==> config.mk <==
export PLATFORM = sky130hd
export DESIGN_NAME = op_sequencer
export DESIGN_NICKNAME = d
export VERILOG_FILES = /design/src/hdl/ipu_pkg.sv /design/src/hdl/op_sequencer.sv
export SDC_FILE = /design/constraint.sdc
export NUM_CORES = 1
export LEC_CHECK = 0
export ABC_AREA = 1
export BUFFER_PORTS_ARGS = -buffer_cell sky130_fd_sc_hd__buf_4
export CORE_AREA = 8 8 88 66
export DETAILED_ROUTE_END_ITERATION = 8
export DIE_AREA = 0 0 96 74
export GPL_TIMING_DRIVEN = 0
export PLACE_DENSITY_LB_ADDON = 0.1
export SYNTH_ARGS = -nofsm -noshare
export SYNTH_HDL_FRONTEND = slang
export SYNTH_SLANG_ARGS = --single-unit
==> constraint.sdc <==
create_clock -name i_clk -period 1.8 [get_ports i_clk]
set_input_delay 0.18 -clock i_clk [delete_from_list [all_inputs] [get_ports i_clk]]
set_output_delay 0.18 -clock i_clk [all_outputs]
set_load 0.05 [all_outputs]
==> src/hdl/ipu_pkg.sv <==
package ipu_pkg;

    // ------------------------------------------------------------------------
    // image geometry
    // ------------------------------------------------------------------------
    localparam int IMG_W   = 8;                      // columns
    localparam int IMG_H   = 8;                      // rows
    localparam int IMG_C   = 32;                     // channels
    localparam int IMG_PIX = IMG_W * IMG_H * IMG_C;  // 2048 pixels per image

    // banked pixel store, 4 x 512 bytes
    localparam int BANK_COUNT = 4;
    localparam int BANK_BITS  = 2;   // log2(BANK_COUNT)
    localparam int BANK_DEPTH = 512;
    localparam int OFF_BITS   = 9;   // log2(BANK_DEPTH)
    localparam int PIX_BITS   = 8;   // unsigned pixel
    localparam int OUT_BITS   = 14;  // output word, pixel zero-extended

    // largest origin, keeps the 2x2 window inside the image
    localparam int ORG_MAX = 6;

    // ------------------------------------------------------------------------
    // opcodes and depth codes
    // ------------------------------------------------------------------------
    typedef enum logic [3:0] {
        OP_LOAD    = 4'd0,
        OP_ORG_R   = 4'd1,  // origin x + 1
        OP_ORG_L   = 4'd2,  // origin x - 1
        OP_ORG_U   = 4'd3,  // origin y - 1
        OP_ORG_D   = 4'd4,  // origin y + 1
        OP_SCALE_D = 4'd5,  // fewer channels
        OP_SCALE_U = 4'd6,  // more channels
        OP_DISPLAY = 4'd7
    } opcode_e;  // 8..15 not carried out

    typedef enum logic [1:0] {
        DEPTH_8  = 2'd0,
        DEPTH_16 = 2'd1,
        DEPTH_32 = 2'd2   // reset default
    } depth_e;

    // ------------------------------------------------------------------------
    // pixel index, raster count or channel/row/column
    // ------------------------------------------------------------------------
    typedef struct packed {
        logic [$clog2(IMG_C)-1:0] channel;
        logic [$clog2(IMG_H)-1:0] y;
        logic [$clog2(IMG_W)-1:0] x;
    } pix_coord_t;

    // raster = channel*64 + y*8 + x, so both views share the same bits
    typedef union packed {
        logic [$clog2(IMG_PIX)-1:0] raster;
        pix_coord_t                 coord;
    } pix_addr_u;

    // current view, owned by view_state
    typedef struct packed {
        logic [$clog2(IMG_W)-1:0] origin_x;
        logic [$clog2(IMG_H)-1:0] origin_y;
        depth_e                   depth;
    } view_t;

    // one-cycle update strobes, at most one set
    typedef struct packed {
        logic org_r;
        logic org_l;
        logic org_u;
        logic org_d;
        logic scale_d;
        logic scale_u;
    } view_cmd_t;

    // single port request into the pixel store
    typedef struct packed {
        logic                en;
        logic                we;     // 1 write, 0 read
        pix_addr_u           addr;
        logic [PIX_BITS-1:0] wdata;
    } mem_req_t;

    // last channel shown for a depth code
    function automatic logic [$clog2(IMG_C)-1:0] depth_last(depth_e d);
        case (d)
            DEPTH_8:  return 5'd7;
            DEPTH_16: return 5'd15;
            default:  return 5'd31;
        endcase
    endfunction

endpackage
==> src/hdl/op_sequencer.sv <==
`timescale 1ns/1ps

module op_sequencer import ipu_pkg::*; (
    input  logic                i_clk,
    input  logic                i_rst_n,
    input  logic                i_op_valid,
    input  opcode_e             i_op_mode,
    input  logic                i_in_valid,
    input  logic [PIX_BITS-1:0] i_in_data,
    input  view_t               i_view,
    input  logic [PIX_BITS-1:0] i_rdata,
    output view_cmd_t           o_view_cmd,
    output mem_req_t            o_mem_req,
    output logic                o_op_ready,
    output logic                o_in_ready,
    output logic                o_out_valid,
    output logic [OUT_BITS-1:0] o_out_data
);

    typedef enum logic [3:0] {
        S_RST0,    // startup wait
        S_RST1,
        S_RST2,    // leaving here gives the first ready pulse
        S_IDLE,
        S_LOAD,
        S_VIEW,    // view_state takes the strobe
        S_DISP,    // one read per cycle
        S_DRAIN,   // last word on the output
        S_FINISH   // ready pulse on the way out
    } state_e;

    state_e state;

    pix_addr_u                load_addr;   // raster count while loading
    logic                     load_fire;
    logic [$clog2(IMG_C)-1:0] disp_c;      // channel being walked
    logic [1:0]               disp_xy;     // bit0 -> x+1, bit1 -> y+1
    logic                     disp_end;
    view_cmd_t                op_cmd;      // decoded strobe for a view op

    // ------------------------------------------------------------------------
    // opcode decode for origin and depth ops
    // ------------------------------------------------------------------------
    always_comb begin
        op_cmd = '0;
        case (i_op_mode)
            OP_ORG_R:   op_cmd.org_r   = 1'b1;
            OP_ORG_L:   op_cmd.org_l   = 1'b1;
            OP_ORG_U:   op_cmd.org_u   = 1'b1;
            OP_ORG_D:   op_cmd.org_d   = 1'b1;
            OP_SCALE_D: op_cmd.scale_d = 1'b1;
            OP_SCALE_U: op_cmd.scale_u = 1'b1;
            default:    op_cmd         = '0;
        endcase
    end

    assign load_fire = o_in_ready && i_in_valid;                  // one pixel per beat
    assign disp_end  = (disp_xy == 2'd3) && (disp_c == depth_last(i_view.depth));

    // ------------------------------------------------------------------------
    // memory request, writes while loading, walker reads while displaying
    // ------------------------------------------------------------------------
    always_comb begin
        o_mem_req = '0;
        if (load_fire) begin
            o_mem_req.en    = 1'b1;
            o_mem_req.we    = 1'b1;
            o_mem_req.addr  = load_addr;
            o_mem_req.wdata = i_in_data;
        end else if (state == S_DISP) begin
            o_mem_req.en               = 1'b1;
            o_mem_req.addr.coord.channel = disp_c;
            o_mem_req.addr.coord.y     = i_view.origin_y + {2'b00, disp_xy[1]};
            o_mem_req.addr.coord.x     = i_view.origin_x + {2'b00, disp_xy[0]};
        end
    end

    // read data lands while o_out_valid is up
    assign o_out_data = {{(OUT_BITS - PIX_BITS){1'b0}}, i_rdata};

    // ------------------------------------------------------------------------
    // main sequencer
    // ------------------------------------------------------------------------
    always_ff @(posedge i_clk or negedge i_rst_n) begin
        if (!i_rst_n) begin
            state       <= S_RST0;
            load_addr   <= '0;
            disp_c      <= '0;
            disp_xy     <= '0;
            o_view_cmd  <= '0;
            o_op_ready  <= 1'b0;
            o_in_ready  <= 1'b0;
            o_out_valid <= 1'b0;
        end else begin
            o_op_ready  <= 1'b0;                 // pulses only
            o_view_cmd  <= '0;                   // strobes only
            o_out_valid <= (state == S_DISP);    // one cycle behind the read

            case (state)
                S_RST0: state <= S_RST1;
                S_RST1: state <= S_RST2;
                S_RST2: begin
                    o_op_ready <= 1'b1;
                    state      <= S_IDLE;
                end

                S_IDLE: begin
                    if (i_op_valid) begin
                        case (i_op_mode)
                            OP_LOAD: begin
                                load_addr  <= '0;
                                o_in_ready <= 1'b1;
                                state      <= S_LOAD;
                            end
                            OP_ORG_R, OP_ORG_L, OP_ORG_U, OP_ORG_D,
                            OP_SCALE_D, OP_SCALE_U: begin
                                o_view_cmd <= op_cmd;
                                state      <= S_VIEW;
                            end
                            OP_DISPLAY: begin
                                disp_c  <= '0;
                                disp_xy <= '0;
                                state   <= S_DISP;
                            end
                            default: state <= S_IDLE;  // unsupported, no pulse
                        endcase
                    end
                end

                S_LOAD: begin
                    if (load_fire) begin
                        load_addr.raster <= load_addr.raster + 1'b1;
                        if (load_addr.raster == IMG_PIX - 1) begin
                            o_in_ready <= 1'b0;  // last pixel just written
                            state      <= S_FINISH;
                        end
                    end
                end

                S_VIEW: state <= S_FINISH;   // view settled this edge

                // 2x2 position first, then channel
                S_DISP: begin
                    disp_xy <= disp_xy + 2'd1;
                    if (disp_xy == 2'd3) begin
                        disp_c <= disp_c + 1'b1;
                    end
                    if (disp_end) begin
                        state <= S_DRAIN;
                    end
                end

                S_DRAIN: state <= S_FINISH;  // o_out_valid drops here

                S_FINISH: begin
                    o_op_ready <= 1'b1;
                    state      <= S_IDLE;
                end

                default: state <= S_IDLE;
            endcase
        end
    end

endmodule

## After elaboration in Yosys (flattened, before gate mapping)

Cells that the tools add are included.

- Add/sub/neg operators: 5
- Equal/unequal tests: 26
- Muxes and demuxes: 39
- Reduce and logical (&&, ||, !) cells: 15

Operators with widths:

| operator | count |
|---|---|
| two-way mux 11 bit | 5 |
| equality test 4 x 3 -> 1 bit (second input constant) | 8 |
| one-hot mux 4 bit (6 select lines) | 1 |
| one-hot mux 11 bit (2 select lines) | 1 |
| one-hot mux 5 bit (2 select lines) | 2 |
| two-way mux 6 bit | 3 |
| equality test 4 x 2 -> 1 bit (second input constant) | 4 |
| two-way mux 4 bit | 4 |
| two-way mux 5 bit | 3 |
| two-way mux 1 bit | 14 |
| inequality test 2 bit (second input constant) | 7 |
| AND reduction 4 bit | 3 |
| adder 11 x 1 -> 11 bit (second input constant) | 1 |
| equality test 11 bit (second input constant) | 1 |
| one-hot mux 3 bit (3 select lines) | 1 |
| equality test 4 x 1 -> 1 bit (second input constant) | 2 |
| logical NOT 4 bit | 2 |
| two-way mux 8 bit | 1 |
| adder 3 x 1 -> 3 bit | 2 |
| OR reduction 6 bit | 1 |
| adder 5 x 1 -> 5 bit (second input constant) | 1 |
| equality test 5 bit | 1 |
| AND reduction 5 bit | 1 |
| equality test 4 bit (second input constant) | 1 |
| other kinds (11) | 15 |

- Register bits after elaboration: 31
- Bits of input ports: 32

## Logic depth before layout (Yosys ltp)

- Depth in word-level cells: 6
- Depth in mapped cells: 10

## Worst setup path before layout

No wires, ideal clock.

- Path kind: register to output
- Start: register o_in_ready
- End: output o_mem_req[9] (netlist bit)
- Arrival time: 2.272 ns
- Data required time: 1.620 ns
- Path slack: -0.652 ns
- Cell stages (with the launch flop): 5
- Buffers on the path: 2
- Cell sequence: dfrtp_1 > nand2_1 > clkbuf_1 > clkbuf_1 > o21ai_0

RTL lines:

| what | line | RTL |
|---|---|---|
| from (decl) | op_sequencer.sv:15 | `output logic o_in_ready,` |
| from (signal assigned) | op_sequencer.sv:92 | `o_in_ready <= 1'b0;` |
| from (signal assigned) | op_sequencer.sv:112 | `o_in_ready <= 1'b1;` |
| from (signal assigned) | op_sequencer.sv:134 | `o_in_ready <= 1'b0;` |
| to (decl) | op_sequencer.sv:13 | `output mem_req_t o_mem_req,` |

==> impl_metrics.env <==
export IMPL_status="finished clean"
export IMPL_hold_ws_ns=0.0792
export IMPL_gp_congestion=0.884
export IMPL_synth_avg_cell_area_um2=6.97
export IMPL_htreeDepth=2
export IMPL_clk_path_buf_depth=2
export IMPL_via_count=2267
export IMPL_rsz0062_at_grt="yes"
export IMPL_hold_depth=2
export IMPL_yosys_cell_types_count=30
export IMPL_mostFrequentLayoutCell="buf_4"
export IMPL_p_switching_mw=1.65
export IMPL_insertion_delay_ns=0.29
export IMPL_final_design_area_no_fill_um2=3080
export IMPL_leakagePower_nw=1.63
export IMPL_critPathMaxStageDelay_ns=0.45
export IMPL_path_clk_slew_ns=0.07
export IMPL_die_h_um=74
export IMPL_drtPass1Iterations=5
export IMPL_startpoint_type="register"
export IMPL_core_area_um2=4550
export IMPL_reg2regPathDepth=8
export IMPL_skew_ns=0.00611
export IMPL_ant_nets=0
export IMPL_synthTopCellsByArea="dfrtp_1 (36%), nand2_1 (13%), nand3_1 (8.2%), nor2_1 (6.7%), buf_4 (6.0%)"
export IMPL_clock_sinks=31
export IMPL_rows=21
export IMPL_peakVddDrop_mv=0.783
export IMPL_synth_top_area_share_pct=36.3
export IMPL_ios=76
export IMPL_critPathTopFamily="flip-flops"
export IMPL_period_needed_ns=1.80
export IMPL_final_cell_mix="buf_4 (80), nand2_1 (74), nor2_1 (36)"
export IMPL_drive_gt1_share_pct=36.4
export IMPL_synthCells=307
export IMPL_ys_seq_elements=31
export IMPL_max_freq_ghz=0.556
export IMPL_period_share_pct=99.9
export IMPL_endpoint_kind="output port"
export IMPL_worstSetupPathType="reg -> out"
export IMPL_post_route_util_pct=67.7
export IMPL_vias_per_cell=5.04
export IMPL_fin_setup_tns_ns=0
export IMPL_clockPowerShare_pct=16.3
export IMPL_synth_largest_area_cell="dfrtp_1"
export IMPL_synth_seq_area_share_pct=36.3
export IMPL_critPathArrivalTime_ns=1.62
export IMPL_die_area_um2=7100
export IMPL_grt_pass1_wl_mm=9.90
export IMPL_cts_root_buffer="clkbuf_8"
export IMPL_grtUsageTotal_pct=17.9
export IMPL_cts_tree="built"
export IMPL_crit_slowest_cell="dfrtp_2"
export IMPL_start_util_pct=47.0
export IMPL_nets=432
export IMPL_powerDensity_nw_per_um2=1130
export IMPL_total_power_mw=3.47
export IMPL_drt_iter0_drc=126
export IMPL_min_path_type="in -> reg"
export IMPL_cts_buffers_inserted=5
export IMPL_power_frac_seq_pct=27.3
export IMPL_synthToLayoutAreaGrowth_pct=43.9
export IMPL_setup_viol_count_final=0
export IMPL_chipWidth_um=96
export IMPL_hpwl_mm=4.67
export IMPL_drc=0
export IMPL_postPlaceCellArea_um2=2730
export IMPL_grt_start_max_net_pins=32
export IMPL_cp_depth=7
export IMPL_maxSlewViolCount=0
export IMPL_diodes=0
export IMPL_p_sw_share_pct=47.5
export IMPL_final_hold_violation_count=0
export IMPL_drt_wl_total_mm=6.55
export IMPL_crit_fanout=7
export IMPL_intPower_mw=1.82
export IMPL_combPwrFrac_pct=56.4
export IMPL_overflow=0
export IMPL_path_buf_inv=3
export IMPL_antenna_found_initial=0
export IMPL_routedWlPerCell_um=14.5
export IMPL_crit_chain="nor2_4, nand2_4, inv_4, buf_8, nand3_2, o21ai_2, buf_6"
export IMPL_placement_io_buffers=61
export IMPL_grt_pass1_vias=2098
export IMPL_max_cap_viol_count=0
export IMPL_yosysWarnings=0
export IMPL_critPathRequiredTime_ns=1.62
export IMPL_syn_area_um2=2140
==> logic make-up after synthesis <==
group / share of synthesized area (%)
compound gates: 8.89
xor+xnor: 2.05
fa+ha+maj: 4.10
buf+inv: 14.4
flops: 36.3
other cells: 0.175
simple gates: 34.1
==> worst reg2reg max path, stage by stage, from the launching register on <==
cell and delay, ns:
dfrtp_2 0.42, ha_2 0.25, nand2_1 0.16, nor2_4 0.17
nand2_1 0.15, a21oi_4 0.22, nand2_1 0.10, nand2_1 0.06
nand2_1 0.04
==> repair_timing <==
item                                   CTS  global route
resized for setup                       17            24
endpoints found under the hold margin   31             0
hold buffers                             1             0
setup endpoints to repair               23            15
pin swaps                                4             4
setup buffers                            7             6
==> state kept, by name (all words and copies together), names as in the netlist <==
register and count:
state 4, o_op_ready 1, disp_xy 2, o_out_valid 1
o_in_ready 1, o_view_cmd 6, disp_c 5, load_addr 11
==> synth_stat cells <==
| cell | instances |
|---|---|
| clkbuf_1 | 3 |
| o21ai_2 | 3 |
| buf_2 | 2 |
| o21ai_1 | 4 |
| nor2_1 | 38 |
| nand2_2 | 2 |
| clkinv_1 | 1 |
| buf_6 | 1 |
| inv_1 | 34 |
| nand3b_1 | 2 |
| conb_1 | 1 |
| or2_2 | 1 |
| inv_2 | 3 |
| nor2_2 | 2 |
| nand4_1 | 8 |
| and2_1 | 1 |
| a21oi_2 | 1 |
| xor2_1 | 5 |
| nor3_1 | 1 |
| a211oi_1 | 1 |
| nand2_1 | 75 |
| nor2_4 | 2 |
| a21oi_1 | 3 |
| ha_1 | 7 |
| buf_4 | 17 |
| o21ai_0 | 21 |
| o21bai_1 | 1 |
| dfrtp_1 | 31 |
| nand3_1 | 35 |
| clkbuf_2 | 1 |
==> power by group through the flow <==
stage	sequential (mW)	combinational (mW)	clock [mW]
3_3_place_gp	0.954	1.62	0
6_report	0.946	1.96	0.567
5_1_grt	0.963	2.12	0.602
2_1_floorplan	1.02	1.14	0
4_1_cts	0.928	1.82	0.577
3_5_place_dp	0.957	1.64	0
==> metrics by stage <==
stage | setup WS, ns | cells
final | 0.00113 | 450
after global routing | -0.0545 | 450
after CTS | 0.00425 | 444
after detailed placement | -0.298 | 430
after global placement | -0.236 | 430
after floorplan | -0.232 | 312
==> layer usage <==
layer	part of all wire, %	global-route usage [%]	up-vias
li1	-	-	1129
met1	43	23.1	1054
met2	47	28.6	72
met3	7.8	5.24	12
met4	2.0	4.41	0
met5	0	0	-
==> path summary, 6_finish.rpt <==
| kind | startpoint | end | slack (ns) |
|---|---|---|---|
| worst max register to register | load_addr[0] | state[1] | 0.12 |
| worst min-delay path | i_op_mode[0] | o_view_cmd[2] | 0.08 |
| max in group asynchronous | i_rst_n | load_addr[0] | 1.10 |
| min in group asynchronous | i_rst_n | load_addr[3] | 0.38 |
| worst max-delay path | state[3] | o_mem_req[9] | 0.001 |
| worst min register to register | load_addr[10] | load_addr[10] | 0.54 |
==> final cells by class <==
class	count	area [µm²]
inverter	38	145
fill	410	1470
multi-input combinational	219	1210
clock inverter	1	5.00
timing repair buffer	75	616
buffer	23	174
sequential	31	778
tap	57	71.3
clock buffer	6	82.6
Note: power is estimated with default switching activity, not from simulation.
