--- src/hdl/ipu_pkg.sv ---
package ipu_pkg;

    // ------------------------------------------------------------------------
    // image geometry
    // ------------------------------------------------------------------------
    localparam int IMG_W   = 8;                      // columns
    localparam int IMG_H   = 8;                      // rows
    localparam int IMG_C   = 32;                     // channels
    localparam int IMG_PIX = IMG_W * IMG_H * IMG_C;  // 2048 pixels per image

    // banked pixel store, 4 x 512 bytes
    localparam int BANK_COUNT = 4;
    localparam int BANK_BITS  = 2;   // log2(BANK_COUNT)
    localparam int BANK_DEPTH = 512;
    localparam int OFF_BITS   = 9;   // log2(BANK_DEPTH)
    localparam int PIX_BITS   = 8;   // unsigned pixel
    localparam int OUT_BITS   = 14;  // output word, pixel zero-extended

    // largest origin, keeps the 2x2 window inside the image
    localparam int ORG_MAX = 6;

    // ------------------------------------------------------------------------
    // opcodes and depth codes
    // ------------------------------------------------------------------------
    typedef enum logic [3:0] {
        OP_LOAD    = 4'd0,
        OP_ORG_R   = 4'd1,  // origin x + 1
        OP_ORG_L   = 4'd2,  // origin x - 1
        OP_ORG_U   = 4'd3,  // origin y - 1
        OP_ORG_D   = 4'd4,  // origin y + 1
        OP_SCALE_D = 4'd5,  // fewer channels
        OP_SCALE_U = 4'd6,  // more channels
        OP_DISPLAY = 4'd7
    } opcode_e;  // 8..15 not carried out

    typedef enum logic [1:0] {
        DEPTH_8  = 2'd0,
        DEPTH_16 = 2'd1,
        DEPTH_32 = 2'd2   // reset default
    } depth_e;

    // ------------------------------------------------------------------------
    // pixel index, raster count or channel/row/column
    // ------------------------------------------------------------------------
    typedef struct packed {
        logic [$clog2(IMG_C)-1:0] channel;
        logic [$clog2(IMG_H)-1:0] y;
        logic [$clog2(IMG_W)-1:0] x;
    } pix_coord_t;

    // raster = channel*64 + y*8 + x, so both views share the same bits
    typedef union packed {
        logic [$clog2(IMG_PIX)-1:0] raster;
        pix_coord_t                 coord;
    } pix_addr_u;

    // current view, owned by view_state
    typedef struct packed {
        logic [$clog2(IMG_W)-1:0] origin_x;
        logic [$clog2(IMG_H)-1:0] origin_y;
        depth_e                   depth;
    } view_t;

    // one-cycle update strobes, at most one set
    typedef struct packed {
        logic org_r;
        logic org_l;
        logic org_u;
        logic org_d;
        logic scale_d;
        logic scale_u;
    } view_cmd_t;

    // single port request into the pixel store
    typedef struct packed {
        logic                en;
        logic                we;     // 1 write, 0 read
        pix_addr_u           addr;
        logic [PIX_BITS-1:0] wdata;
    } mem_req_t;

    // last channel shown for a depth code
    function automatic logic [$clog2(IMG_C)-1:0] depth_last(depth_e d);
        case (d)
            DEPTH_8:  return 5'd7;
            DEPTH_16: return 5'd15;
            default:  return 5'd31;
        endcase
    endfunction

endpackage
--- src/hdl/view_state.sv ---
`timescale 1ns/1ps

module view_state import ipu_pkg::*; (
    input  logic      i_clk,
    input  logic      i_rst_n,
    input  view_cmd_t i_cmd,
    output view_t     o_view
);

    view_t view_q;
    view_t view_d;

    // ------------------------------------------------------------------------
    // clamped steps, a step that would leave the range is dropped
    // ------------------------------------------------------------------------
    always_comb begin
        view_d = view_q;

        // horizontal
        if (i_cmd.org_r && (view_q.origin_x < ORG_MAX)) begin
            view_d.origin_x = view_q.origin_x + 3'd1;
        end
        if (i_cmd.org_l && (view_q.origin_x != '0)) begin
            view_d.origin_x = view_q.origin_x - 3'd1;
        end

        // vertical, up is toward row 0
        if (i_cmd.org_u && (view_q.origin_y != '0)) begin
            view_d.origin_y = view_q.origin_y - 3'd1;
        end
        if (i_cmd.org_d && (view_q.origin_y < ORG_MAX)) begin
            view_d.origin_y = view_q.origin_y + 3'd1;
        end

        // depth walks 8 <-> 16 <-> 32
        if (i_cmd.scale_d && (view_q.depth != DEPTH_8)) begin
            view_d.depth = depth_e'(view_q.depth - 2'd1);
        end
        if (i_cmd.scale_u && (view_q.depth != DEPTH_32)) begin
            view_d.depth = depth_e'(view_q.depth + 2'd1);
        end
    end

    // ------------------------------------------------------------------------
    // state register
    // ------------------------------------------------------------------------
    always_ff @(posedge i_clk or negedge i_rst_n) begin
        if (!i_rst_n) begin
            view_q.origin_x <= '0;       // origin (0,0)
            view_q.origin_y <= '0;
            view_q.depth    <= DEPTH_32; // full depth after reset
        end else begin
            view_q <= view_d;            // takes effect the edge after the strobe
        end
    end

    assign o_view = view_q;

endmodule

--- config.mk ---
export PLATFORM = sky130hd
export DESIGN_NAME = view_state
export DESIGN_NICKNAME = d
export VERILOG_FILES = /design/src/hdl/ipu_pkg.sv /design/src/hdl/view_state.sv
export SDC_FILE = /design/constraint.sdc
export NUM_CORES = 1
export LEC_CHECK = 0
export BUFFER_PORTS_ARGS = -buffer_cell sky130_fd_sc_hd__buf_2
export CORE_AREA = 4 4 41 43
export CTS_BUF_LIST = sky130_fd_sc_hd__clkbuf_16
export CTS_CLUSTER_DIAMETER = 60
export DETAILED_ROUTE_END_ITERATION = 10
export DIE_AREA = 0 0 45 47
export GPL_TIMING_DRIVEN = 0
export PLACE_DENSITY = 0.68
export SLEW_MARGIN = 30
export SYNTH_ARGS = -nofsm -noshare
export SYNTH_HDL_FRONTEND = slang
export SYNTH_SLANG_ARGS = --single-unit
export TNS_END_PERCENT = 30
--- constraint.sdc ---
create_clock -name i_clk -period 3.5 [get_ports i_clk]
set_input_delay 0.35 -clock i_clk [delete_from_list [all_inputs] [get_ports i_clk]]
set_output_delay 0.35 -clock i_clk [all_outputs]
set_load 0.05 [all_outputs]
# == Word-level counts from Yosys, hierarchy flattened ==
# Index checks and enable logic that the tools add are counted.
# op_classes
n_reduce_logical,12
eq_ne,1
n_addsub,6
n_mux,6
magnitude_cmp,2
# ops
operator,n
$mux W3,4
$reduce_bool A2 Y1,4
$add A3 B1 Y3 const B,2
$logic_and A1 B1 Y1,6
$lt A3 B3 Y1 const B,2
$reduce_bool A3 Y1,2
$sub A3 B1 Y3 const B,2
$mux W2,2
$add A2 B1 Y2 const B,1
$ne A2 B2 Y1 const B,1
$sub A2 B1 Y2 const B,1
# word_totals
word_cells,30
register_bits,8

# == Longest topological paths before layout ==
# Gate-level depths: netlist of the first run.
# depth
depth_word,4
ltp_mapped,6

# == Least setup slack after synthesis of the first run ==
# OpenSTA, ideal clock, no wires.
# synth_path
kind,register -> register
from,reg view_q (netlist bit o_view[5])
to,reg view_q (netlist bit o_view[7])
setup_time_ns,0.152
path_stages_with_launch,6
arrival_ns,1.991
path_buffers,0
slack_ns,1.357
path_cell_list,dfrtp_1 inv_1 fa_1 or4b_1 nand3_1 o311ai_1
# synth_via
elab_chain_len,3
word_cells_on_any_way,9
cone_classes,2 x add/sub; 1 x order compare; 2 x mux; 4 x reduce/logical
# synth_lines
item,line,rtl
start: declaration,view_state.sv:10,view_t view_q;
start signal: assignment,view_state.sv:53,view_q <= view_d;
"$add A3 B1 Y3, or another cell as far along",view_state.sv:21,view_d.origin_x = view_q.origin_x + 3'd1;
"$mux W3, or another cell as far along",view_state.sv:20,if (i_cmd.org_r && (view_q.origin_x < ORG_MAX)) begin
$mux W3 / $reduce_bool A2 Y1 (equally long branches),n/a,
# Several ways; a longest one is shown, not always the timed one. The select of a mux whose other input is x is not followed.
# A chain may end at the register's enable or synchronous reset.

# == Worst setup path after layout of the first run ==
# Ends and elaborated chain as after synthesis.

==> results.tsv, run 1 <==
metric	value	unit
status	finished, final reports clean	
drive_above_1_share	0.266	
dp_hpwl	805	um
die_y	47	um
cts_hold_buf	1	
synthArstFlopShare	1.00	
grt_usage	0.119	
synth_most_common_cell	nand2_1	
synth-seq-cells	8	
grt_pass1_wl	1760	um
drtAntennaViolNets	0	
ys.flop_type	dfrtp_1	
post_cts_buffers	0	
timing.fmax	538	MHz
ys_top_cells_by_count	8 x nand2_1, 7 x dfrtp_1, 6 x a21oi_1, 6 x nor2_1, 5 x inv_1	
synth_cells	60	
antenna_cells	0	
max_slew_margin	0.820	
largest_register_ffs	8	
yosysTopAreaCellShare	0.324	
required	3600	ps
grt_pass1_vias	435	
io_pins	16	
place_area	629	um^2
rsz0062_at_grt	no	
p_leak	0.340	nW
fp.dieArea	0.00212	mm^2
cts_made_buffers	3	
start_util	0.415	
fin_cells	94	
cts_tree	yes	
drt-wirelength-per-cell	11.4	um
cap_viol_max_count	0	
clk-insertion-delay-late	230	ps
synth_nets	70	
grt_antenna_before_repair	0	
synth_area	541	um^2
stdcell_area	718	um^2
numPlacedInstances	89	
hp-class	input port to flop	
fin_crit_sh	0.531	
cts_resized	0	
gp_congestion	0.772	
ys_types	26	
cts_max_level	1	
die_w	45	um
power.total	0.867	mW
worstSetupPathType	flop to flop	
cts_num_sinks	8	
pre_cts_ws	1630	ps
setup_viol	0	
peakVddDrop	0.000513	V
ctsLongestPathBuffers	2	
num_rows	13	
design.core.area	0.00130	mm^2
crit_path_max_fanout	7	
wirelength	1070	um
ys_warn_count	0	
port_buffers	14	
nets	90	
maxSlewViolCount	0	
clkTransAtPathRegs	40	ps
area_growth	32.9	%
synth-seq-area-share	0.373	
endpoint_kind	flop	
grt_max_degree	11	
setup_ws	1640	ps
synth_edf_count	0	
synth_area_leaders	dfrtp_1 32%, fa_1 7.4%, a21oi_1 5.6%, nand2_1 5.6%, dfstp_2 4.9%	
tightest_slew	270	ps
period_minus_slack	1860	ps
overflow	0	
vias	510	
p_per_area	1210	mW/mm^2
fin_skew	0.261	ps
crit_arrival	1960	ps
drt_iter0_markers	11	
drc	0	
cp-start-kind	flop	
final.setup.tns	0	ps
synth.avg_cell_area	9.01	um^2
firstDrtPassIters	4	
clockRootBuffer	clkbuf_16	
via_per_inst	5.43	
hold_viol	0	
synth_top_cell_by_area	dfrtp_1	
[worst max-delay path, stage by stage (launching register included)]
cell	delay (ps)
dfrtp_1	440
inv_1	110
fa_1	480
or4b_1	510
nand3_1	100
o311ai_1	90
[power breakdown]
group / leakage (nW) / switching [mW] / total (mW) / internal, mW
clock network: 0.0423 / 0.0462 / 0.195 / 0.149
logic: 0.202 / 0.284 / 0.444 / 0.160
registers: 0.0949 / 0.0818 / 0.228 / 0.146
[per-stage QoR]
stage	hold WS, ps	utilization
detailed placement	196	0.484
floorplan	54.4	-
global route	439	0.552
finish	413	0.552
CTS	410	0.552
global placement	198	0.484
[layer usage]
layer,routed length [um],part of all wire,up-vias,GRT usage
met5,0,0,-,0
met4,0,0,0,0.0351
met3,82,0.076,0,0.0690
met2,510,0.47,11,0.178
met1,481,0.45,244,0.145
li1,-,-,255,-
[final cells by class]
class	instances	area (um^2)
Multi-Input combinational cell	46	315
Tap cell	15	18.8
Clock buffer	3	75.1
Clock inverter	1	3.75
Sequential cell	8	201
Timing Repair Buffer	15	80.1
Buffer	1	5.00
Fill cell	133	583
Inverter	5	18.8
[cell usage in the layout, fill, tap and decap left out]
cell	synthesis	final
a211o_1	1	1
a21o_1	1	1
a21oi_1	6	6
a221oi_1	1	1
a22oi_1	1	1
buf_2	1	15
clkbuf_16	0	3
dfrtp_1	7	7
dfstp_2	1	1
dlygate4sd3_1	0	1
fa_1	2	2
inv_1	5	6
mux2i_1	1	1
mux4_2	1	1
nand2_1	8	8
nand2b_1	3	3
nand3_1	2	2
nor2_1	6	6
nor3_1	1	1
nor3b_1	1	1
o21ai_0	3	3
o221a_1	1	1
o221a_2	1	1
o311ai_1	1	1
o31ai_1	2	2
or3_1	1	1
or4b_1	1	1
xnor2_1	1	1
[worst paths after layout]
kind / cells past startpoint / slack (ps) / to / startpoint
max: 5 / 1640 / o_view[7] / o_view[5]
min: 3 / 410 / o_view[1] / i_cmd[0]
max reg2reg: 5 / 1640 / o_view[7] / o_view[5]
min reg2reg: 1 / 480 / o_view[1] / o_view[0]
max in group asynchronous: 2 / 2790 / o_view[1] / i_rst_n
min in group asynchronous: 2 / 480 / o_view[3] / i_rst_n
[logic make-up after synthesis]
group	share of synthesized area
AND/OR/NAND/NOR	0.204
AO/OA/AOI/OAI	0.229
adder cells (fa/ha/maj)	0.0741
XOR/XNOR	0.0162
buffers and inverters	0.0440
multiplexers	0.0602
flip-flops	0.373
No activity file was read; power rests on OpenSTA's default activity.
==> run 2: changes to the inputs <==
Settings changed: PLACE_DENSITY 0.68 to 0.71.
Clock period 3.5 ns to 1.7 ns, I/O delays scaled along.
==> run 2 against run 1 <==
Routed wire length up 12%. Global-route usage up 2.0 points. Via count up 2.2%. Register-to-register slack worse by 1600 ps. Core utilization up 4.5 points. Critical path depth unchanged. Setup slack worse by 1600 ps. Critical endpoint unchanged. Largest power group unchanged.
==> results.tsv, run 2 (synthesis gave the netlist of run 1 again) <==
metric	value	unit	change
via_per_inst	5.26		was 5.43
drt_iter0_markers	7		was 11
rsz0062_at_grt	yes		was no
gp_congestion	0.797		was 0.772
die_y	47	um	unchanged
cpPeakStageDelay	470	ps	was 510 ps
grt_antenna_before_repair	0		unchanged
slowest_stage	or4b_1		unchanged
crit_arrival	1770	ps	was 1960 ps
maxSlewViolCount	0		unchanged
hold_viol	0		unchanged
final_cell_mix	15 x buf_2, 8 x nand2_1, 6 x a21oi_1, 6 x nor2_1, 5 x buf_4		was 15 x buf_2, 8 x nand2_1, 7 x dfrtp_1
largest_register_ffs	8		unchanged
numPlacedInstances	89		unchanged
setup_viol	0		unchanged
use_met3	0.0460		was 0.0690
status	finished, final reports clean		unchanged
port_buffers	14		unchanged
cts_made_buffers	3		unchanged
p_leak	0.359	nW	was 0.340 nW
fin_cells	99		was 94
fin_skew	1.49	ps	was 0.261 ps
io_pins	16		unchanged
clockRootBuffer	clkbuf_16		unchanged
cts_tree	yes		unchanged
grt_pass1_vias	486		was 435
hold_ws	227	ps	was 413 ps
crit_path_max_fanout	4		was 7
p_per_area	2510	mW/mm^2	was 1210 mW/mm^2
dp_hpwl	852	um	was 805 um
tightest_slew	270	ps	about the same
grt_usage	0.139		was 0.119
worstSetupPathType	flop to flop		unchanged
wirelength	1200	um	was 1070 um
grt_pass1_wl	2080	um	was 1760 um
peakVddDrop	0.000993	V	was 0.000513 V
clkTransAtPathRegs	40	ps	about the same
drive_above_1_share	0.405		was 0.266
timing.fmax	599	MHz	was 538 MHz
die_w	45	um	unchanged
cp-start-kind	flop		unchanged
nets	95		was 90
grt_max_degree	11		unchanged
fp.dieArea	0.00212	mm^2	unchanged
num_rows	13		unchanged
cts_max_level	1		unchanged
ctsLongestPathBuffers	2		unchanged
max_slew_margin	0.818		was 0.820
endpoint_kind	flop		unchanged
drc	0		unchanged
period_minus_slack	1670	ps	was 1860 ps
overflow	0		unchanged
place_area	649	um^2	was 629 um^2
start_util	0.415		unchanged
use_met2	0.212		was 0.178
met1_usage	0.177		was 0.145
top_usage_layer	met2		unchanged
firstDrtPassIters	2		was 4
drtAntennaViolNets	0		unchanged
cts_num_sinks	8		unchanged
drt-wirelength-per-cell	12.2	um	was 11.4 um
fin_crit_sh	0.982		was 0.531
worstPathCellList	inv_2, fa_2, or4b_1, nand3_1, o311ai_1		was inv_1, fa_1, or4b_1, nand3_1, o311ai_1
area_growth	43.8	%	was 32.9%
design.core.area	0.00130	mm^2	unchanged
required	1800	ps	was 3600 ps
clk-insertion-delay-late	230	ps	about the same
antenna_cells	0		unchanged
hp-class	input port to flop		unchanged
cap_viol_max_count	0		unchanged
vias	521		was 510
stdcell_area	777	um^2	was 718 um^2
layout_commonest_cell	buf_2		unchanged
==> run 2: changes by cell type in the layout (fill, tap and decap cells not counted), moves of 2 or more <==
cell and delta:
inv_2 +2, dfrtp_1 -4, inv_1 -2, dfrtp_2 +4, buf_4 +5
==> run 2: critical path, delay by kind of cell, from the launching register on <==
family          cells  cell delay (ps)
simple gates        2              570
flops               1              410
fa+ha+maj           1              400
compound gates      1               90
buf+inv             1               70
==> run 2: worst paths after layout <==
| path | from | endpoint | slack [ps] | depth (start not counted) |
|---|---|---|---|---|
| worst max-delay path | o_view[5] | o_view[7] | 30 | 5 |
| worst min-delay path | i_cmd[0] | o_view[1] | 230 | 3 |
| worst max register to register | o_view[5] | o_view[7] | 30 | 5 |
| worst min register to register | o_view[0] | o_view[1] | 470 | 1 |
| max in group asynchronous | i_rst_n | o_view[1] | 1170 | 2 |
| min in group asynchronous | i_rst_n | o_view[2] | 300 | 2 |
==> run 2: per-layer routing <==
metal | part of all wire | vias up | routed length (um)
li1 | - | 264 | -
met1 | 0.43 | 242 | 514
met2 | 0.50 | 11 | 599
met3 | 0.048 | 4 | 58
met4 | 0.026 | 0 | 31
met5 | 0 | - | 0
==> run 2: timing repair <==
item | 4_1_cts | 5_1_grt
pin swaps | 0 | 1
endpoints found under the setup margin | 1 | 2
endpoints found under the hold margin | 8 | 0
gates resized for setup | 0 | 1
cloned | 0 | 0
setup buffers | 4 | 1
hold buffers | 1 | 0
==> run 2: through the flow <==
step | setup WS (ps) | setup TNS, ps | util | power, mW
final | 30.3 | 0 | 0.597 | 1.95
after global routing | -36.7 | -36.7 | 0.597 | 2.10
after CTS | 10.8 | 0 | 0.590 | 1.93
after detailed placement | -30.8 | -30.8 | 0.499 | 1.46
after global placement | -11.9 | -11.9 | 0.499 | 1.43
after floorplan | -141 | -208 | - | 1.23
==> run 2: final cells by class <==
class / count / area, um^2
clock buffer: 3 / 75.1
tap: 15 / 18.8
timing repair buffer: 20 / 118
sequential: 8 / 206
multi-input combinational: 46 / 332
buffer: 1 / 5.00
fill: 123 / 524
inverter: 5 / 18.8
clock inverter: 1 / 3.75
==> run 2: report_power, final <==
part / switching, mW / total, mW / leakage (nW) / internal (mW)
Combinational: 0.660 / 1.08 / 0.227 / 0.419
Clock: 0.0930 / 0.399 / 0.0423 / 0.306
Sequential: 0.160 / 0.470 / 0.0904 / 0.310
Total: 0.913 / 1.95 / 0.359 / 1.04
==> run 3: changes to the inputs <==
Settings changed: ABC_AREA set to 1, PLACE_DENSITY 0.71 to 0.66.
==> run 3 against run 2 <==
Die area stayed put. Largest cell class unchanged. Count of clock-buffer cells in the layout stayed put. Register-to-register slack better by 210 ps. Highest routed layer is now met3. Critical path depth is 3 higher. Cell count is 5.1% lower. Maximum frequency is 14% higher.
==> results.tsv, run 3 <==
metric	value	unit	change
rsz0062_at_grt	no		was yes
synth_area_leaders	dfrtp_1 36%, nand2_1 11%, fa_1 8.3%, nand2_2 7.8%, inv_1 7.0%		was dfrtp_1 32%, fa_1 7.4%, a21oi_1 5.6%, nand2_1 5.6%, dfstp_2 4.9%
final_cell_mix	15 x buf_2, 14 x nand2_1, 10 x inv_1, 6 x nand2_2		was 15 x buf_2, 8 x nand2_1, 6 x a21oi_1, 6 x nor2_1, 5 x buf_4
yosysTopAreaCellShare	0.365		was 0.324
overflow	0		unchanged
synthMuxAreaShare	0		was 0.0602
slowest_stage	dfrtp_1		was or4b_1
grt_pass1_wl	1570	um	was 2080 um
register_area	204	um^2	was 206 um^2
setup_viol	0		unchanged
synthXorXnorAreaFrac	0.0365		was 0.0162
timing.fmax	685	MHz	was 599 MHz
maxSlewViolCount	0		unchanged
num_rows	13		unchanged
cap_viol_max_count	0		unchanged
crit_path_max_fanout	5		was 4
synth-seq-cells	8		unchanged
clkTransAtPathRegs	40	ps	about the same
cts_num_sinks	8		unchanged
cts_tree	yes		unchanged
nets	90		was 95
ys_top_cells_by_count	14 x nand2_1, 9 x inv_1, 7 x dfrtp_1, 6 x nand2_2, 5 x nand3_1		was 8 x nand2_1, 7 x dfrtp_1, 6 x a21oi_1, 6 x nor2_1, 5 x inv_1
max_slew_margin	0.832		was 0.818
synth_most_common_cell	nand2_1		unchanged
synth-seq-area-share	0.419		was 0.373
ys.flop_type	dfrtp_1		unchanged
post_cts_buffers	0		was 4
grt_pass1_vias	406		was 486
fp.dieArea	0.00212	mm^2	unchanged
crit_arrival	1630	ps	was 1770 ps
fin_skew	3.35	ps	was 1.49 ps
status	finished, final reports clean		unchanged
grt_usage	0.103		was 0.139
cp-start-kind	flop		unchanged
final.setup.tns	0	ps	unchanged
multi_input_area	245	um^2	was 332 um^2
ys_types	15		was 26
worstPathCellList	nand2_2, nand2_4, fa_1, inv_1, nand2_2, o21ai_1, nand2_1, nand2_1		was inv_2, fa_2, or4b_1, nand3_1, o311ai_1
drc	0		unchanged
worstSetupPathType	flop to flop		unchanged
die_w	45	um	unchanged
hp-class	input port to flop		unchanged
drt-wirelength-per-cell	9.66	um	was 12.2 um
synthArstFlopShare	1.00		unchanged
ys_warn_count	0		unchanged
io_pins	16		unchanged
die_y	47	um	unchanged
layout_commonest_cell	buf_2		unchanged
drtAntennaViolNets	0		unchanged
design.core.area	0.00130	mm^2	unchanged
synthSimpleGateAreaFrac	0.328		was 0.204
cp_top_family	flip-flops		was simple AND/OR/NAND/NOR gates
cp_num_buf_inv	1		unchanged
cts_max_level	1		unchanged
synth_nets	69		was 70
synth.avg_cell_area	8.14	um^2	was 9.01 um^2
hold_viol	0		unchanged
required	1870	ps	was 1800 ps
synth_adder_area_share	0.0833		was 0.0741
drt_iter0_markers	5		was 7
tightest_slew	253	ps	was 270 ps
via_per_inst	4.39		was 5.26
firstDrtPassIters	3		was 2
wirelength	908	um	was 1200 um
antenna_cells	0		unchanged
synth_cells	59		was 60
start_util	0.369		was 0.415
ctsLongestPathBuffers	2		unchanged
vias	413		was 521
synth_top_family_by_area	simple AND/OR/NAND/NOR gates		was compound AO/OA/AOI/OAI gates
endpoint_kind	flop		unchanged
cts_made_buffers	3		unchanged
area_growth	38.5	%	was 43.8%
gp_congestion	0.761		was 0.797
grt_antenna_before_repair	0		unchanged
largest_register_ffs	8		unchanged
cpPeakStageDelay	420	ps	was 470 ps
period_minus_slack	1460	ps	was 1670 ps
fin_crit_sh	0.859		was 0.982
clk-insertion-delay-late	230	ps	about the same
synth_edf_count	0		unchanged
port_buffers	15		was 14
grt_max_degree	9		was 11
synth_top_cell_by_area	dfrtp_1		unchanged
dp_hpwl	747	um	was 852 um
synth-compound-area-share	0.0625		was 0.229
nFillCells	130		was 123
synth_area	480	um^2	was 541 um^2
drive_above_1_share	0.367		was 0.405
clockRootBuffer	clkbuf_16		unchanged
[run 3: cell types whose count changed after synthesis, sizes merged, moves of 3 or more]
cell | before | now
nand2b | 3 | 0
inv | 5 | 9
nand3 | 2 | 6
a21oi | 6 | 2
nand2 | 8 | 21
[run 3: timing repair]
action	4_1_cts	5_1_grt
hold buffers	1	0
endpoints found under the hold margin	8	0
resized for setup	0	0
[run 3: final timing paths]
kind / from / slack [ps] / depth (start not counted) / endpoint
min in group asynchronous: i_rst_n / 310 / 2 / o_view[2]
worst min register to register: o_view[5] / 470 / 1 / o_view[5]
max in group asynchronous: i_rst_n / 1150 / 2 / o_view[1]
worst max register to register: o_view[4] / 240 / 8 / o_view[4]
worst min-delay path: i_cmd[0] / 200 / 3 / o_view[1]
worst max-delay path: o_view[4] / 240 / 8 / o_view[4]
[run 3: worst reg2reg max path: cells and delay by family, from the launching register on]
family | cells | cell delay, ps
AND/OR/NAND/NOR | 5 | 350
buffers and inverters | 1 | 110
adder cells (fa/ha/maj) | 1 | 390
flip-flops | 1 | 420
AO/OA/AOI/OAI | 1 | 120
[run 3: layout make-up]
type / instances / area share
multi-input cells: 42 / 0.368
flip-flops and latches: 8 / 0.306
repair buffers: 16 / 0.128
clock buffers: 3 / 0.113
inverters: 9 / 0.0508
well taps: 15 / 0.0282
clock inverters: 1 / 0.00564
[run 3: cells by family after synthesis]
group                    after synthesis
AND/OR/NAND/NOR                       32
AO/OA/AOI/OAI                          6
XOR/XNOR                               2
buffers and inverters                  9
flip-flops                             8
adder cells (fa/ha/maj)                2
[run 3: through the flow]
step / setup slack (ps) / util / instance area, um^2 / cells / hold WS, ps
floorplan: 10.2 / - / 483 / 59 / -126
global placement: 286 / 0.443 / 577 / 89 / 18.7
detailed placement: 236 / 0.443 / 577 / 89 / 18.7
CTS: 226 / 0.512 / 666 / 94 / 206
global route: 113 / 0.512 / 666 / 94 / 215
finish: 240 / 0.512 / 666 / 94 / 205
[run 3: metal layers]
layer  global-route usage  routed length [um]  vias to the layer above
met5                    0                   0                        -
met4                    0                   0                        0
met3               0.0575                  66                        0
met2                0.184                 439                       11
met1                0.115                 401                      179
li1                     -                   -                      223
Power of run 3 is not shown: default switching activity piles up to over one toggle a cycle in this logic, so the estimate is an artifact.
